**src/verilog/keystone_pkg.sv**
```systemverilog
// Shared constants and types for the keystone coordinate mapper
// Coefficients are signed Q16.16 and the row sums carry the same scale
// Destination and source coordinates are signed 16-bit pixel indices
// A row sum is assumed to keep its magnitude below 2**47
package keystone_pkg;

    //////////////////////////////////////////////////////////////////////
    // Frame geometry
    //////////////////////////////////////////////////////////////////////

    localparam int FRAME_WIDTH  = 1920;
    localparam int FRAME_HEIGHT = 1080;
    localparam int CENTER_X     = FRAME_WIDTH / 2;
    localparam int CENTER_Y     = FRAME_HEIGHT / 2;

    //////////////////////////////////////////////////////////////////////
    // Number formats and widths
    //////////////////////////////////////////////////////////////////////

    localparam int H_FRAC_BITS    = 16;
    localparam int ACC_WIDTH      = 48;
    localparam int APB_ADDR_WIDTH = 8;

    // One divider iteration per bit of the doubled numerator magnitude
    localparam int DIV_STEPS      = ACC_WIDTH;
    // Row register, divider load, iterations and rounding register
    localparam int RESULT_LATENCY = DIV_STEPS + 2;

    typedef logic signed [31:0]          coeff_t;
    typedef logic signed [15:0]          coord_t;
    typedef logic signed [ACC_WIDTH-1:0] acc_t;

    // 1.0 in Q16.16
    localparam coeff_t H_ONE = coeff_t'(1) <<< H_FRAC_BITS;

    //////////////////////////////////////////////////////////////////////
    // Enumerations
    //////////////////////////////////////////////////////////////////////

    // APB word offset of each H entry
    typedef enum logic [2:0] {
        H_A = 3'd0,
        H_B = 3'd1,
        H_C = 3'd2,
        H_D = 3'd3,
        H_E = 3'd4,
        H_F = 3'd5,
        H_G = 3'd6,
        H_H = 3'd7
    } h_index_t;

    typedef enum logic [1:0] {
        DIV_IDLE  = 2'd0,
        DIV_RUN   = 2'd1,
        DIV_ROUND = 2'd2
    } div_state_t;

endpackage
```
**src/verilog/perspective_divider.sv**
```systemverilog
// Divides the x and y row sums by the w row sum and maps back to pixels
// Two restoring dividers share one FSM and run DIV_STEPS cycles in lockstep
// Quotient of 2|num| by |w| is halved after adding one, rounding half away from zero
// Row sums must keep their magnitude below 2**47 and DIV_STEPS is at most 64
// Out-of-frame results and w of zero give in_bounds low and zero coordinates
`timescale 1ns/1ps

module perspective_divider (
    input  logic                 clock,
    input  logic                 reset,
    input  logic                 row_valid,
    input  keystone_pkg::acc_t   num_x,
    input  keystone_pkg::acc_t   num_y,
    input  keystone_pkg::acc_t   den_w,
    output logic                 coord_ready,
    output logic                 result_valid,
    output keystone_pkg::coord_t src_x,
    output keystone_pkg::coord_t src_y,
    output logic                 in_bounds
);

    keystone_pkg::div_state_t                  state;
    logic [5:0]                                step_count;
    logic [keystone_pkg::ACC_WIDTH-1:0]        divisor;
    logic [keystone_pkg::ACC_WIDTH-1:0]        rem_x, quo_x, rem_y, quo_y;
    logic                                      neg_x, neg_y, w_zero;
    logic signed [keystone_pkg::ACC_WIDTH+1:0] pos_x, pos_y;
    logic                                      x_ok, y_ok, fits;

    //////////////////////////////////////////////////////////////////////
    // Arithmetic helpers
    //////////////////////////////////////////////////////////////////////

    function automatic logic [keystone_pkg::ACC_WIDTH-1:0] magnitude(
        input keystone_pkg::acc_t value
    );
        logic [keystone_pkg::ACC_WIDTH-1:0] mag;
        mag = value;
        if (value[keystone_pkg::ACC_WIDTH-1]) begin
            mag = -value;
        end
        return mag;
    endfunction

    // One restoring step; next dividend bit shifts out of the quotient MSB
    function automatic logic [2*keystone_pkg::ACC_WIDTH-1:0] div_step(
        input logic [keystone_pkg::ACC_WIDTH-1:0] rem,
        input logic [keystone_pkg::ACC_WIDTH-1:0] quo,
        input logic [keystone_pkg::ACC_WIDTH-1:0] dvs
    );
        logic [keystone_pkg::ACC_WIDTH:0] shifted;
        logic [keystone_pkg::ACC_WIDTH:0] diff;
        shifted = {rem, quo[keystone_pkg::ACC_WIDTH-1]};
        diff    = shifted - {1'b0, dvs};
        // Borrow means the trial subtract failed
        if (diff[keystone_pkg::ACC_WIDTH]) begin
            return {shifted[keystone_pkg::ACC_WIDTH-1:0],
                    quo[keystone_pkg::ACC_WIDTH-2:0], 1'b0};
        end
        return {diff[keystone_pkg::ACC_WIDTH-1:0], quo[keystone_pkg::ACC_WIDTH-2:0], 1'b1};
    endfunction

    // Round, apply the sign and move back to frame coordinates
    function automatic logic signed [keystone_pkg::ACC_WIDTH+1:0] finish(
        input logic [keystone_pkg::ACC_WIDTH-1:0] quo,
        input logic                               neg,
        input int                                 centre
    );
        logic [keystone_pkg::ACC_WIDTH:0]          rounded;
        logic signed [keystone_pkg::ACC_WIDTH+1:0] mag;
        rounded = ({1'b0, quo} + 1'b1) >> 1;
        mag     = $signed({1'b0, rounded});
        return (neg ? -mag : mag) + centre;
    endfunction

    //////////////////////////////////////////////////////////////////////
    // Control FSM and result registers
    //////////////////////////////////////////////////////////////////////

    // Accept a new coordinate only when nothing is queued or running
    assign coord_ready = (state == keystone_pkg::DIV_IDLE) && !row_valid;

    always_ff @(posedge clock or posedge reset) begin
        if (reset) begin
            state        <= keystone_pkg::DIV_IDLE;
            step_count   <= '0;
            result_valid <= 1'b0;
            src_x        <= '0;
            src_y        <= '0;
            in_bounds    <= 1'b0;
        end else begin
            result_valid <= 1'b0;
            case (state)
                keystone_pkg::DIV_IDLE: begin
                    if (row_valid) begin
                        state      <= keystone_pkg::DIV_RUN;
                        step_count <= '0;
                    end
                end
                keystone_pkg::DIV_RUN: begin
                    step_count <= step_count + 1'b1;
                    if (step_count == 6'(keystone_pkg::DIV_STEPS - 1)) begin
                        state <= keystone_pkg::DIV_ROUND;
                    end
                end
                keystone_pkg::DIV_ROUND: begin
                    state        <= keystone_pkg::DIV_IDLE;
                    result_valid <= 1'b1;
                    in_bounds    <= fits;
                    // Zero coordinates when the point misses the frame
                    src_x        <= fits ? keystone_pkg::coord_t'(pos_x[15:0]) : '0;
                    src_y        <= fits ? keystone_pkg::coord_t'(pos_y[15:0]) : '0;
                end
                default: begin
                    state <= keystone_pkg::DIV_IDLE;
                end
            endcase
        end
    end

    //////////////////////////////////////////////////////////////////////
    // Divider datapath
    //////////////////////////////////////////////////////////////////////

    always_ff @(posedge clock) begin
        if (state == keystone_pkg::DIV_IDLE && row_valid) begin
            // Signs kept aside, dividers work on magnitudes
            neg_x   <= num_x[keystone_pkg::ACC_WIDTH-1] ^ den_w[keystone_pkg::ACC_WIDTH-1];
            neg_y   <= num_y[keystone_pkg::ACC_WIDTH-1] ^ den_w[keystone_pkg::ACC_WIDTH-1];
            w_zero  <= (den_w == '0);
            divisor <= magnitude(den_w);
            // Doubled numerator gives one extra quotient bit for rounding
            quo_x   <= magnitude(num_x) << 1;
            quo_y   <= magnitude(num_y) << 1;
            rem_x   <= '0;
            rem_y   <= '0;
        end else if (state == keystone_pkg::DIV_RUN) begin
            {rem_x, quo_x} <= div_step(rem_x, quo_x, divisor);
            {rem_y, quo_y} <= div_step(rem_y, quo_y, divisor);
        end
    end

    // Wide results so a small w cannot wrap into the frame
    assign pos_x = finish(quo_x, neg_x, keystone_pkg::CENTER_X);
    assign pos_y = finish(quo_y, neg_y, keystone_pkg::CENTER_Y);

    assign x_ok = (pos_x >= 0) && (pos_x < keystone_pkg::FRAME_WIDTH);
    assign y_ok = (pos_y >= 0) && (pos_y < keystone_pkg::FRAME_HEIGHT);
    assign fits = x_ok && y_ok && !w_zero;

    // Row sums only arrive while the divider is free
    row_valid_when_idle: assert property (
        @(posedge clock) disable iff (reset)
        row_valid |-> state == keystone_pkg::DIV_IDLE
    );

    result_valid_single: assert property (
        @(posedge clock) disable iff (reset)
        result_valid |=> !result_valid
    );

endmodule

```
**config.mk**
```make
export PLATFORM = sky130hd
export DESIGN_NAME = perspective_divider
export DESIGN_NICKNAME = d
export VERILOG_FILES = /design/src/verilog/keystone_pkg.sv /design/src/verilog/perspective_divider.sv
export SDC_FILE = /design/constraint.sdc
export NUM_CORES = 1
export LEC_CHECK = 0
export ABC_AREA = 1
export BUFFER_PORTS_ARGS = -buffer_cell sky130_fd_sc_hd__buf_2
export CAP_MARGIN = 20
export CORE_MARGIN = 2
export CORE_UTILIZATION = 40
export DETAILED_ROUTE_END_ITERATION = 8
export PLACE_DENSITY = 0.66
export SLEW_MARGIN = 20
export SYNTH_ARGS = -nofsm -noshare
export SYNTH_HDL_FRONTEND = slang
export SYNTH_SLANG_ARGS = --single-unit
```
**constraint.sdc**
```tcl
create_clock -name clock -period 8.3 [get_ports clock]
set_input_delay 1.245 -clock clock [delete_from_list [all_inputs] [get_ports clock]]
set_output_delay 1.245 -clock clock [all_outputs]
set_load 0.01 [all_outputs]
```
==> impl_metrics.py <==
metrics = {
    "status": {
        "status": "complete, no violations",
    },
    "global_route": {
        "grt_max_degree": 95,
        "track_usage_pct": 26.76,
        "grt_pass1_wl_um": 169900,
        "grt-ovfl-total": 0,
        "grt_pass1_vias": 31423,
        "antenna_found_initial": 7,
    },
    "worst_setup_path": {
        "worst_setup_path_end_kind": "register",
        "cp_max_fo": 48,
        "crit_path_frequent_cell": "nand2_1",
        "crit_slowest_cell": "nand2_2",
        "required_ns": 8.75,
        "ff2ff_setup_slack_ns": 3.24,
        "critical_path.max_stage_delay_ns": 0.68,
        "worstSetupStartpointType": "register",
        "path_cells": "inv_1 > ha_1 > fa_1 > nor2_1 > a211oi_1 > o21ai_0 > nand3_1 > nand2_1 > nand4_1 > nand2_1 > a21oi_1 > inv_1 > nand2_1 > nand2_1 > inv_1 > o21ai_0 > or2_2 > nand2_2 > buf_4 > a21oi_1 > o21ai_0 > nand2_1",
        "cp.arrival_ns": 5.51,
        "ff2ff_path_depth": 22,
        "worstSetupPathType": "register to register",
    },
    "pwr": {
        "ir_drop_mv": 0.1957,
        "powerDensity_nw_per_um2": 381.9,
        "total_power_mw": 13.05,
        "p_leak_nw": 16.29,
    },
    "route": {
        "drt-total-wl_um": 109300,
        "num_vias": 34366,
        "drc": 0,
        "m1WireLength_um": 50130,
        "top_layer_used": "met5",
        "first_iter_violations": 2823,
        "ant_nets": 0,
        "met2WireLength_um": 49460,
        "via_per_inst": 5.346,
        "first_pass_iters": 6,
        "routedWlPerCell_um": 17.01,
        "wl_met3_um": 6946,
    },
    "cells_and_area": {
        "fin_util_pct": 44.27,
        "num-nets-final": 5616,
        "layout_commonest_cell": "nand2_1",
        "syn_to_final_growth_pct": 10.10,
        "final_cell_mix": "nand2_1, inv_1, nor2_1",
        "postLayoutCellArea_um2": 34180,
        "final_layout_size_suffix_gt1_share_pct": 9.282,
    },
    "floorplan": {
        "die_area_um2": 79860,
        "ios": 182,
        "row_count": 102,
        "die_x_um": 282.6,
        "fp.coreArea_um2": 77210,
        "start_util_pct": 40.21,
        "die_y_um": 282.6,
    },
    "sta": {
        "slew_viol_final": 0,
        "finalSetupViolCount": 0,
        "fin_crit_ns": 5.061,
        "hold_viol_final": 0,
        "max_freq_mhz": 197.6,
        "fin_ws_ns": 3.239,
        "slew_headroom_pct": 29.03,
        "worst_pin_slew_ns": 1.065,
        "fin_skew_ns": 0.03185,
        "rsz0062_at_grt": "no",
        "post-route-period-util_pct": 60.98,
        "fin_setup_tns_ns": 0,
    },
    "yosys": {
        "seq_area_frac_synth_pct": 23.73,
        "syn_area_um2": 31050,
        "synth-edff-count": 145,
        "synth_flop_cell": "edfxtp_1",
        "syn_area_per_cell_um2": 5.926,
        "async_flop_share_pct": 14.74,
        "synth_area_leaders": "nand2_1, edfxtp_1, inv_1",
        "yosysUniqueCellTypes": 59,
        "syn_nets": 5496,
        "synth_top_area_cell": "nand2_1",
        "yosys_warnings": 0,
        "synth_top_cell_area_share_pct": 20.67,
        "yosys_register_bits": 285,
        "syn_inst": 5239,
    },
    "flow_run": {
        "max_cap_violations": 0,
    },
    "placement": {
        "dpl.hpwl_um": 89610,
        "placed_area_um2": 32920,
        "place.gp.congestion": 1.014,
        "preCtsSetupSlack_ns": 3.032,
        "portBuffers": 181,
    },
    "clock_network": {
        "insertion_delay_ns": 0.59,
        "tritoncts": "done",
        "cts_sinks": 285,
        "ctsResizeCount": 0,
        "cts_setup_buffers": 0,
        "clock-root-buffer": "clkbuf_16",
        "clockBufferDepth": 3,
        "cts_inserted_buffers": 36,
        "cts.clk_slew.worst_paths_ns": 0.06,
        "hold_buffers": 0,
        "htreeDepth": 2,
    },
    "hold_path": {
        "hp-class": "register to register",
        "min_path_cells": 2,
    },
}
-- worst max-delay path: cells and delay by family, from the launching register on --
family          cells  cell delay, ns
simple gates       10            1.75
compound gates      6            1.37
buf+inv             4            0.89
flops               1            0.45
fa+ha+maj           2            0.44
-- stage by stage --
stage | hold slack [ns] | instances
after floorplan | 0.4451 | 5239
after global placement | 0.4582 | 6361
after detailed placement | 0.4609 | 6361
after CTS | 0.4703 | 6427
after global routing | 0.4865 | 6428
final | 0.4679 | 6428
-- worst paths after layout --
path	endpoint	start
max	rem_x[31]$_SDFFE_PP0P_	quo_x[47]$_DFFE_PP_
min	rem_y[19]$_SDFFE_PP0P_	rem_y[19]$_SDFFE_PP0P_
max reg2reg	rem_x[31]$_SDFFE_PP0P_	quo_x[47]$_DFFE_PP_
min reg2reg	rem_y[19]$_SDFFE_PP0P_	rem_y[19]$_SDFFE_PP0P_
max in group asynchronous	src_x[3]$_DFFE_PP0P_	reset
min in group asynchronous	src_y[11]$_DFFE_PP0P_	reset
-- where the power goes --
part,switching [mW],internal (mW)
Sequential,0.589,2.28
Clock,0.679,0.999
Combinational,5.79,2.72
Total,7.06,6.00
-- final cells by class --
class	instances	area, um^2
Antenna cell	1	2.502
Clock buffer	52	1105
Clock inverter	14	160.2
Fill cell	8467	43030
Inverter	693	2609
Multi-Input combinational cell	4148	20630
Sequential cell	285	7367
Tap cell	1040	1301
Timing Repair Buffer	195	1011
-- cells by family (layout without fill, tap and decap cells) --
family / after synthesis / after routing / share of synthesized area [%]
other: 0 / 1 / 0
DFF: 285 / 285 / 23.73
adders and majority gates: 110 / 110 / 4.481
and+or+nand+nor: 3169 / 3169 / 44.23
buffers and inverters: 806 / 954 / 9.894
xor gates and xnor gates: 147 / 147 / 4.147
AOI/OAI and AO/OA: 722 / 722 / 13.52
-- state kept, by name, summed over array words and instances (netlist names), 2 cells and up --
register and count:
divisor 48, rem_y 48, quo_y 48, quo_x 48
step_count 6, state 2, src_y 16, rem_x 48
src_x 16
-- routing by layer --
| layer | up-vias | track usage [%] |
|---|---|---|
| met4 | 12 | 6.933 |
| met2 | 962 | 44.03 |
| li1 | 17379 | - |
| met1 | 15862 | 36.54 |
| met3 | 151 | 3.932 |
| met5 | - | 0 |
-- synthesized netlist by cell type, drive strengths merged, types with 2 or more instances --
cell     number
nor3b         5
o221ai        7
o21bai        7
a31oi        45
o21ai       218
or2           8
o211ai       57
a22oi         2
nand3       414
o2111ai       2
nor4         27
nand3b        9
dfxtp        98
ha          108
a41oi         4
o31ai        19
nor3         71
o2bb2ai       2
o21a         17
xor2         83
clkbuf       84
fa            2
o41ai         2
a211oi        5
o311ai        3
edfxtp      145
clkinv        7
buf          29
a21oi       239
a31o          5
and3          5
a32o          4
nand4        97
o22ai        66
xnor2        64
nor2        748
inv         686
dfrtp        42
a21boi        5
o32ai        11
nand2      1782
(Power assumes the default switching activity.)
