`src/verilog/keystone_pkg.sv`:
```
// Shared constants and types for the keystone coordinate mapper
// Coefficients are signed Q16.16 and the row sums carry the same scale
// Destination and source coordinates are signed 16-bit pixel indices
// A row sum is assumed to keep its magnitude below 2**47
package keystone_pkg;

    //////////////////////////////////////////////////////////////////////
    // Frame geometry
    //////////////////////////////////////////////////////////////////////

    localparam int FRAME_WIDTH  = 1920;
    localparam int FRAME_HEIGHT = 1080;
    localparam int CENTER_X     = FRAME_WIDTH / 2;
    localparam int CENTER_Y     = FRAME_HEIGHT / 2;

    //////////////////////////////////////////////////////////////////////
    // Number formats and widths
    //////////////////////////////////////////////////////////////////////

    localparam int H_FRAC_BITS    = 16;
    localparam int ACC_WIDTH      = 48;
    localparam int APB_ADDR_WIDTH = 8;

    // One divider iteration per bit of the doubled numerator magnitude
    localparam int DIV_STEPS      = ACC_WIDTH;
    // Row register, divider load, iterations and rounding register
    localparam int RESULT_LATENCY = DIV_STEPS + 2;

    typedef logic signed [31:0]          coeff_t;
    typedef logic signed [15:0]          coord_t;
    typedef logic signed [ACC_WIDTH-1:0] acc_t;

    // 1.0 in Q16.16
    localparam coeff_t H_ONE = coeff_t'(1) <<< H_FRAC_BITS;

    //////////////////////////////////////////////////////////////////////
    // Enumerations
    //////////////////////////////////////////////////////////////////////

    // APB word offset of each H entry
    typedef enum logic [2:0] {
        H_A = 3'd0,
        H_B = 3'd1,
        H_C = 3'd2,
        H_D = 3'd3,
        H_E = 3'd4,
        H_F = 3'd5,
        H_G = 3'd6,
        H_H = 3'd7
    } h_index_t;

    typedef enum logic [1:0] {
        DIV_IDLE  = 2'd0,
        DIV_RUN   = 2'd1,
        DIV_ROUND = 2'd2
    } div_state_t;

endpackage
```
`src/verilog/h_matrix_regs.sv`:
```
// APB register bank for the eight H coefficients a to h
// Word offsets 0x00 to 0x1C; no wait states, pready is tied high
// Other or unaligned addresses end with pslverr, read zero and write nothing
// Writes land at the edge that closes the access phase
`timescale 1ns/1ps

module h_matrix_regs (
    input  logic                                    clock,
    input  logic                                    reset,
    input  logic [keystone_pkg::APB_ADDR_WIDTH-1:0] paddr,
    input  logic                                    psel,
    input  logic                                    penable,
    input  logic                                    pwrite,
    input  logic [31:0]                             pwdata,
    output logic [31:0]                             prdata,
    output logic                                    pready,
    output logic                                    pslverr,
    output keystone_pkg::coeff_t                    coeff_a,
    output keystone_pkg::coeff_t                    coeff_b,
    output keystone_pkg::coeff_t                    coeff_c,
    output keystone_pkg::coeff_t                    coeff_d,
    output keystone_pkg::coeff_t                    coeff_e,
    output keystone_pkg::coeff_t                    coeff_f,
    output keystone_pkg::coeff_t                    coeff_g,
    output keystone_pkg::coeff_t                    coeff_h
);

    keystone_pkg::coeff_t     coeff_q [0:7];
    keystone_pkg::h_index_t   index;
    logic                     mapped;
    logic                     access;
    logic                     write_en;

    //////////////////////////////////////////////////////////////////////
    // Address decode
    //////////////////////////////////////////////////////////////////////

    // Upper bits and byte lane bits must be zero
    assign mapped = (paddr[keystone_pkg::APB_ADDR_WIDTH-1:5] == '0) && (paddr[1:0] == 2'b00);
    assign index  = keystone_pkg::h_index_t'(paddr[4:2]);

    // Second cycle of a transfer
    assign access   = psel & penable;
    assign write_en = access & pwrite & mapped;

    //////////////////////////////////////////////////////////////////////
    // Coefficient storage
    //////////////////////////////////////////////////////////////////////

    always_ff @(posedge clock or posedge reset) begin
        if (reset) begin
            coeff_q <= '{default: '0};
        end else if (write_en) begin
            coeff_q[index] <= pwdata;
        end
    end

    // Read mux; unmapped offsets return zero
    assign prdata  = mapped ? coeff_q[index] : '0;
    assign pslverr = access & ~mapped;
    assign pready  = 1'b1;

    assign coeff_a = coeff_q[keystone_pkg::H_A];
    assign coeff_b = coeff_q[keystone_pkg::H_B];
    assign coeff_c = coeff_q[keystone_pkg::H_C];
    assign coeff_d = coeff_q[keystone_pkg::H_D];
    assign coeff_e = coeff_q[keystone_pkg::H_E];
    assign coeff_f = coeff_q[keystone_pkg::H_F];
    assign coeff_g = coeff_q[keystone_pkg::H_G];
    assign coeff_h = coeff_q[keystone_pkg::H_H];

    // Access phase always follows a setup phase
    apb_setup_before_access: assert property (
        @(posedge clock) disable iff (reset)
        $rose(penable) |-> psel && $past(psel)
    );

endmodule

```
`config.mk`:
```
export PLATFORM = sky130hd
export DESIGN_NAME = h_matrix_regs
export DESIGN_NICKNAME = d
export VERILOG_FILES = /design/src/verilog/keystone_pkg.sv /design/src/verilog/h_matrix_regs.sv
export SDC_FILE = /design/constraint.sdc
export NUM_CORES = 1
export LEC_CHECK = 0
export BUFFER_PORTS_ARGS = -buffer_cell sky130_fd_sc_hd__buf_2
export CORE_MARGIN = 10
export CORE_UTILIZATION = 45
export CTS_CLUSTER_SIZE = 10
export DETAILED_ROUTE_END_ITERATION = 7
export PLACE_DENSITY = 0.71
export SLEW_MARGIN = 20
export SYNTH_ARGS = -nofsm -noshare
export SYNTH_HDL_FRONTEND = slang
export SYNTH_SLANG_ARGS = --single-unit
```
`constraint.sdc`:
```
create_clock -name clock -period 10.64 [get_ports clock]
set_input_delay 2.128 -clock clock [delete_from_list [all_inputs] [get_ports clock]]
set_output_delay 2.128 -clock clock [all_outputs]
set_load 0.01 [all_outputs]
```
==> tab_implementation.tex, run 1 <==
\begin{tabular}{lr}
\hline
Metric & Value \\
\hline
\multicolumn{2}{l}{\textbf{Yosys}} \\
Post-synth ARST share & 1.00 \\
Warning count from the yosys run & 0 \\
Distinct cells, synth & 33 \\
Total nets after synthesis & 802 \\
Proportion of netlist area held by the largest area contributor & 0.543 \\
Synthesized area divided by synthesized cell count & 15.6 um2 \\
Count of flip-flops with a built-in enable after synthesis & 0 \\
Synthesis-stage register bit count & 256 \\
Most used standard cells in the synthesized netlist & sky130\_fd\_sc\_hd\_\_dfrtp\_1 (256), sky130\_fd\_sc\_hd\_\_mux2\_2 (154), sky130\_fd\_sc\_hd\_\_mux2\_1 (102), sky130\_fd\_sc\_hd\_\_mux2i\_1 (66), sky130\_fd\_sc\_hd\_\_o22ai\_1 (32) \\
Count leader, synth & sky130\_fd\_sc\_hd\_\_dfrtp\_1 \\
Sequential-to-total area share from yosys stat & 0.543 \\
Top cells by area in the synthesized netlist & sky130\_fd\_sc\_hd\_\_dfrtp\_1 (54\%), sky130\_fd\_sc\_hd\_\_mux2\_2 (15\%), sky130\_fd\_sc\_hd\_\_mux2\_1 (9.7\%) \\
Combined area of all synthesized cells & 0.0118 mm2 \\
Library cell occupying the most area in the post-synthesis netlist & sky130\_fd\_sc\_hd\_\_dfrtp\_1 \\
Cells after synthesis & 757 \\
Most instantiated flip-flop cell in the synthesis netlist & sky130\_fd\_sc\_hd\_\_dfrtp\_1 \\
\multicolumn{2}{l}{\textbf{Global route}} \\
First-pass GRT wire length & 56700 um \\
Antenna violations before repair & 1 \\
Number of global-route vias before repair & 8817 \\
Global routing usage summed across all routing layers & 0.218 \\
Total gr overflow & 0 \\
Maximum number of pins on one net before global-route repair & 159 \\
\multicolumn{2}{l}{\textbf{Die}} \\
Core area & 0.0259 mm2 \\
I/O Pins & 335 \\
Overall die height & 182 um \\
Floorplan row count & 59 \\
Area of the die & 0.0331 mm2 \\
Initial Util & 0.455 \\
Die width & 182 um \\
\multicolumn{2}{l}{\textbf{Clock network}} \\
Number of buffers created by CTS & 30 \\
TritonCTS clock tree & built \\
Bufs on Longest Clock Path & 3 \\
Clock tree root buffer cell & sky130\_fd\_sc\_hd\_\_clkbuf\_16 \\
CTS HTree Levels & 1 \\
Clk pin slew, worst setup/hold paths & 0.05 ns \\
Sinks on Clock Net & 256 \\
CTS Hold Bufs & 0 \\
Total of cells resized after clock tree synthesis & 0 \\
Post-CTS setup repair buffer count & 0 \\
Skew-Pair Late Insertion Delay & 0.53 ns \\
\multicolumn{2}{l}{\textbf{STA}} \\
Pin slew with the least headroom to its limit & 1.11 ns \\
Slew margin rel. & 0.262 \\
Final Max Slew Viols & 0 \\
Final setup slack of the worst path & 4.08 ns \\
Number of hold violations in the final report & 0 \\
Max Fclk & 152 MHz \\
Final sum of negative setup slack & 0 ns \\
Number of setup violations in the final report & 0 \\
Unrepaired setup endpoints after global routing & no \\
Worst clock skew & 0 ns \\
Final critical delay including setup and external delays & 6.56 ns \\
Share of the cycle needed by the critical path after routing & 0.617 \\
\multicolumn{2}{l}{\textbf{Setup path}} \\
Crit start category & input pin \\
Origin of the critical flop-to-flop path & coeff\_d[10] \\
Arrival time at the worst endpoint & 4.43 ns \\
Endpoint of the worst-slack reg-to-reg timing path & coeff\_d[10] \\
Launching element of the worst setup path & paddr[2] \\
Maximum fanout along the worst path & 59 \\
Worst stage delay on the critical path & 0.77 ns \\
Slowest-stage cell, CP & sky130\_fd\_sc\_hd\_\_buf\_4 \\
Capture point of the worst path & prdata[2] \\
Type of the worst setup path & in -> out \\
Required time of the worst setup path & 8.51 ns \\
Worst reg-to-reg setup slack & 9.80 ns \\
Worst reg2reg path depth & 1 \\
Critical path, cell by cell & buf\_6 -> buf\_4 -> mux4\_2 -> a22o\_1 -> buf\_2 \\
Worst Setup End Kind & output port \\
\multicolumn{2}{l}{\textbf{Outcome}} \\
Run status & complete, no violations \\
\multicolumn{2}{l}{\textbf{Route}} \\
Antenna Nets Post-Route & 0 \\
Total Routed Length & 37400 um \\
Per-cell routed wire length & 26.2 um \\
Top routing layer in use & met4 \\
Amount of wire on met2 after detailed routing & 18300 um \\
DR vias & 8102 \\
Residual DRC & 0 \\
Detailed router's first-iteration violation count & 666 \\
Post-detailed-route via-to-cell ratio & 5.67 \\
First-pass iteration count of the detailed router & 6 \\
Met3 layer wire length in the routed design & 3040 um \\
Routed length on met1 & 15300 um \\
\multicolumn{2}{l}{\textbf{Cells and area}} \\
Layout overhead on the synthesized area & 23.2\% \\
Design Area, Final & 0.0145 mm2 \\
Number of standard cells in the layout, taps in and fillers out & 1430 \\
Number of inserted filler cells in the final layout & 2161 \\
ANT cells & 0 \\
Layout cells sized above 1 & 0.536 \\
Final layout net count & 1134 \\
\multicolumn{2}{l}{\textbf{Placed design}} \\
Final HPWL DP & 25400 um \\
IO buf count & 333 \\
Number of cells after detailed placement & 1391 \\
Worst setup slack after placement & 4.05 ns \\
Total placed instance area & 0.0137 mm2 \\
Placer Congestion & 0.792 \\
\multicolumn{2}{l}{\textbf{Power}} \\
Power per unit of standard cell area & 140 mW/mm2 \\
Peak supply drop & 89.3 uV \\
Pleak & 8.10 nW \\
\multicolumn{2}{l}{\textbf{Flow run}} \\
Max Cap Viol & 0 \\
\multicolumn{2}{l}{\textbf{Min path}} \\
Hold crit path type & reg -> reg \\
Worst hold path depth & 1 \\
\hline
\end{tabular}
## layout make-up
cell class                      count  area, um2  area share
Timing Repair Buffer              353       1840       0.127
Sequential cell                   256       6410       0.441
Inverter                            2       15.0     0.00103
Clock inverter                      1       7.51    0.000517
Clock buffer                       37        828      0.0570
Multi-Input combinational cell    446       5010       0.345
Tap cell                          335        419      0.0288
## critical path: cells and delay by family
kind	cells	cell delay, ns
AOI/OAI and AO/OA	1	0.23
muxes	1	0.59
buffers and inverters	3	1.45
## cells by family after synthesis
family,count (synthesis),share of synthesized area
AND/OR/NAND/NOR,26,0.0242
buffers and inverters,55,0.0337
flip-flops,256,0.543
other,1,0.000318
multiplexers,352,0.358
AO/OA/AOI/OAI,67,0.0406
## layout by cell type, fill, tap and decap left out, types with 2 or more instances in the layout
cell type	netlist	routed
sky130_fd_sc_hd__a22o_1	15	15
sky130_fd_sc_hd__buf_2	18	332
sky130_fd_sc_hd__buf_4	1	17
sky130_fd_sc_hd__buf_6	22	3
sky130_fd_sc_hd__clkbuf_1	11	3
sky130_fd_sc_hd__clkbuf_16	0	31
sky130_fd_sc_hd__clkbuf_8	0	3
sky130_fd_sc_hd__dfrtp_1	256	256
sky130_fd_sc_hd__mux2_1	102	102
sky130_fd_sc_hd__mux2_2	154	154
sky130_fd_sc_hd__mux2i_1	66	66
sky130_fd_sc_hd__mux4_2	30	30
sky130_fd_sc_hd__nand2_1	2	2
sky130_fd_sc_hd__nand2b_1	3	3
sky130_fd_sc_hd__nand4_1	2	2
sky130_fd_sc_hd__nand4b_1	2	2
sky130_fd_sc_hd__nor4_4	7	8
sky130_fd_sc_hd__o21a_1	16	16
sky130_fd_sc_hd__o22ai_1	32	32
## layer usage
layer	GRT usage	vias to the layer above
met1	0.280	4241
met3	0.0596	42
li1	-	3518
met2	0.359	301
met4	0.0547	0
met5	0	-
## through the flow
stage	total power [mW]	util	hold slack, ns
after global routing	2.10	0.561	0.519
after global placement	1.14	0.528	0.486
after detailed placement	1.14	0.528	0.495
after CTS	2.06	0.560	0.507
final	2.04	0.561	0.503
after floorplan	1.09	-	0.544
## report_power, final
part / internal [mW] / switching [mW] / total (mW)
Combinational: 0.0437 / 0.0821 / 0.126
Clock: 0.534 / 0.376 / 0.910
Sequential: 0.989 / 0.0119 / 1.00
Total: 1.57 / 0.470 / 2.04
## state kept, by name, summed over array words and instances, names as in the netlist
register	count
coeff_a	32
coeff_b	32
coeff_c	32
coeff_d	32
coeff_e	32
coeff_f	32
coeff_g	32
coeff_h	32
## how the worst min path moves through the flow
stage	from	endpoint	slack (ns)
finish	coeff_g[15]	coeff_g[15]	0.50
global route	coeff_g[12]	coeff_g[12]	0.52
CTS	coeff_g[15]	coeff_g[15]	0.51
detailed placement	coeff_g[15]	coeff_g[15]	0.49
global placement	coeff_e[2]	coeff_e[2]	0.49
floorplan	coeff_c[1]	coeff_c[1]	0.54
Note: power is estimated with default switching activity, not from simulation.
==> run 2: changes to the inputs <==
clock period = 6.4 ns   (was 10.64 ns; I/O delays follow)
==> tab_implementation.tex, run 2 (synthesized netlist as in run 1, its figures left out) <==
\begin{tabular}{lr}
\hline
Metric & Value \\
\hline
\multicolumn{2}{l}{\textbf{Setup path}} \\
Arrival time at the worst endpoint & 3.39 ns (was 4.43 ns) \\
Required time of the worst setup path & 5.12 ns (was 8.51 ns) \\
Maximum fanout along the worst path & 11 (was 59) \\
Launching element of the worst setup path & paddr[7] (was paddr[2]) \\
Origin of the critical flop-to-flop path & coeff\_g[9] (was coeff\_d[10]) \\
Type of the worst setup path & in -> out (unchanged) \\
Crit start category & input pin (unchanged) \\
Worst Setup End Kind & output port (unchanged) \\
\multicolumn{2}{l}{\textbf{Clock network}} \\
CTS Hold Bufs & 0 (unchanged) \\
CTS HTree Levels & 1 (unchanged) \\
Clk pin slew, worst setup/hold paths & 0.05 ns (about the same) \\
TritonCTS clock tree & built (unchanged) \\
Clock tree root buffer cell & sky130\_fd\_sc\_hd\_\_clkbuf\_16 (unchanged) \\
Post-CTS setup repair buffer count & 0 (unchanged) \\
Total of cells resized after clock tree synthesis & 0 (unchanged) \\
Bufs on Longest Clock Path & 3 (unchanged) \\
Sinks on Clock Net & 256 (unchanged) \\
Number of buffers created by CTS & 30 (unchanged) \\
Skew-Pair Late Insertion Delay & 0.53 ns (about the same) \\
\multicolumn{2}{l}{\textbf{Route}} \\
Total Routed Length & 37800 um (was 37400 um) \\
Antenna Nets Post-Route & 0 (unchanged) \\
DR vias & 8101 (was 8102) \\
Residual DRC & 0 (unchanged) \\
Post-detailed-route via-to-cell ratio & 5.65 (was 5.67) \\
Per-cell routed wire length & 26.4 um (was 26.2 um) \\
Detailed router's first-iteration violation count & 396 (was 666) \\
First-pass iteration count of the detailed router & 4 (was 6) \\
\multicolumn{2}{l}{\textbf{Placed design}} \\
Final HPWL DP & 25900 um (was 25400 um) \\
Number of cells after detailed placement & 1394 (was 1391) \\
IO buf count & 333 (unchanged) \\
Placer Congestion & 0.806 (was 0.792) \\
Worst setup slack after placement & 1.59 ns (was 4.05 ns) \\
\multicolumn{2}{l}{\textbf{STA}} \\
Unrepaired setup endpoints after global routing & no (unchanged) \\
Share of the cycle needed by the critical path after routing & 0.730 \\
Number of hold violations in the final report & 0 (unchanged) \\
Final Max Slew Viols & 0 (unchanged) \\
Worst clock skew & 0 ns (unchanged) \\
Slew margin rel. & 0.283 (was 0.262) \\
Number of setup violations in the final report & 0 (unchanged) \\
Final critical delay including setup and external delays & 4.67 ns \\
Final setup slack of the worst path & 1.73 ns (was 4.08 ns) \\
Pin slew with the least headroom to its limit & 1.07 ns (was 1.11 ns) \\
Max Fclk & 214 MHz \\
Final sum of negative setup slack & 0 ns (unchanged) \\
\multicolumn{2}{l}{\textbf{Power}} \\
Power per unit of standard cell area & 232 mW/mm2 (was 140 mW/mm2) \\
Internal power consumption & 2.60 mW (was 1.57 mW) \\
Peak supply drop & 136 uV (was 89.3 uV) \\
Clock power frac & 0.445 (was 0.447) \\
Switching power of the nets & 0.776 mW (was 0.470 mW) \\
Part of the total power dissipated in combinational logic & 0.062 (about the same) \\
Pleak & 8.12 nW (was 8.10 nW) \\
Sequential group share of total power & 0.492 (was 0.491) \\
Sw Share & 0.230 (was 0.231) \\
\multicolumn{2}{l}{\textbf{Cells and area}} \\
Leading cell type in the layout, fill and taps excluded & sky130\_fd\_sc\_hd\_\_buf\_2 (unchanged) \\
ANT cells & 0 (unchanged) \\
Number of standard cells in the layout, taps in and fillers out & 1433 (was 1430) \\
Layout overhead on the synthesized area & 23.6\% (was 23.2\%) \\
Post-layout utilization of the core & 0.562 (was 0.561) \\
Layout cells sized above 1 & 0.538 (was 0.536) \\
Highest-count cells in the layout ignoring fill and taps & sky130\_fd\_sc\_hd\_\_buf\_2 (332), sky130\_fd\_sc\_hd\_\_dfrtp\_1 (256), sky130\_fd\_sc\_hd\_\_mux2\_2 (154) (unchanged) \\
Final layout net count & 1137 (was 1134) \\
\multicolumn{2}{l}{\textbf{Die}} \\
Area of the die & 0.0331 mm2 (unchanged) \\
Core area & 0.0259 mm2 (unchanged) \\
I/O Pins & 335 (unchanged) \\
Overall die height & 182 um (unchanged) \\
Die width & 182 um (unchanged) \\
Floorplan row count & 59 (unchanged) \\
Initial Util & 0.455 (unchanged) \\
\multicolumn{2}{l}{\textbf{Global route}} \\
Number of global-route vias before repair & 8910 (was 8817) \\
First-pass GRT wire length & 57300 um (was 56700 um) \\
Global routing usage summed across all routing layers & 0.221 (was 0.218) \\
Maximum number of pins on one net before global-route repair & 135 (was 159) \\
Antenna violations before repair & 4 (was 1) \\
Total gr overflow & 0 (unchanged) \\
\multicolumn{2}{l}{\textbf{Outcome}} \\
Run status & complete, no violations (unchanged) \\
\multicolumn{2}{l}{\textbf{Flow run}} \\
Max Cap Viol & 0 (unchanged) \\
\multicolumn{2}{l}{\textbf{Min path}} \\
Hold crit path type & reg -> reg (unchanged) \\
Hold path startpoint & coeff\_d[10] (was coeff\_g[15]) \\
\hline
\end{tabular}
run 2: cell count changes in the layout (fill, tap and decap cells not counted):
cell	before	now
sky130_fd_sc_hd__buf_4	17	19
sky130_fd_sc_hd__inv_8	1	0
sky130_fd_sc_hd__clkbuf_1	3	2
sky130_fd_sc_hd__buf_8	0	1
sky130_fd_sc_hd__buf_12	1	3
sky130_fd_sc_hd__buf_6	3	1
sky130_fd_sc_hd__clkinv_2	0	2
run 2: power by group through the flow:
stage | logic, mW | clock network [mW] | registers (mW)
5_1_grt | 0.230 | 1.61 | 1.67
6_report | 0.211 | 1.50 | 1.66
3_3_place_gp | 0.213 | 0 | 1.69
2_1_floorplan | 0.105 | 0 | 1.70
3_5_place_dp | 0.215 | 0 | 1.69
4_1_cts | 0.216 | 1.54 | 1.66
run 2: layout make-up:
class	instances	area, um2
Inverter	2	11.3
Fill cell	2180	11300
Clock buffer	36	825
Multi-Input combinational cell	446	5010
Timing Repair Buffer	356	1890
Tap cell	335	419
Sequential cell	256	6410
Clock inverter	2	10.0
run 2: worst paths after layout:
kind | to | slack [ns] | depth (start not counted)
min | coeff_d[10] | 0.50 | 1
min in group asynchronous | coeff_a[22] | 0.69 | 2
max | prdata[7] | 1.73 | 6
max reg2reg | coeff_g[9] | 5.57 | 1
min reg2reg | coeff_d[10] | 0.50 | 1
max in group asynchronous | coeff_g[10] | 3.99 | 4
run 2: through the flow:
stage                     area, um2  hold slack (ns)  power, mW
after floorplan               11800            0.544       1.80
after global placement        13700            0.485       1.90
after detailed placement      13700            0.494       1.91
after CTS                     14600            0.506       3.42
after global routing          14600            0.517       3.50
final                         14600            0.504       3.38
run 2: layer usage:
layer / track usage / share of wire / vias to the layer above
li1: - / - / 3508
met1: 0.270 / 0.40 / 4226
met2: 0.372 / 0.49 / 305
met3: 0.0680 / 0.086 / 56
met4: 0.0553 / 0.021 / 6
met5: 0 / 0.0010 / -
run 2: worst max-delay path, cell delays in order:
cell                     delay [ns]
sky130_fd_sc_hd__buf_2         0.12
sky130_fd_sc_hd__or4_4         0.68
sky130_fd_sc_hd__nor3_2        0.59
sky130_fd_sc_hd__buf_4         0.38
sky130_fd_sc_hd__a22o_1        0.18
sky130_fd_sc_hd__buf_2         0.16
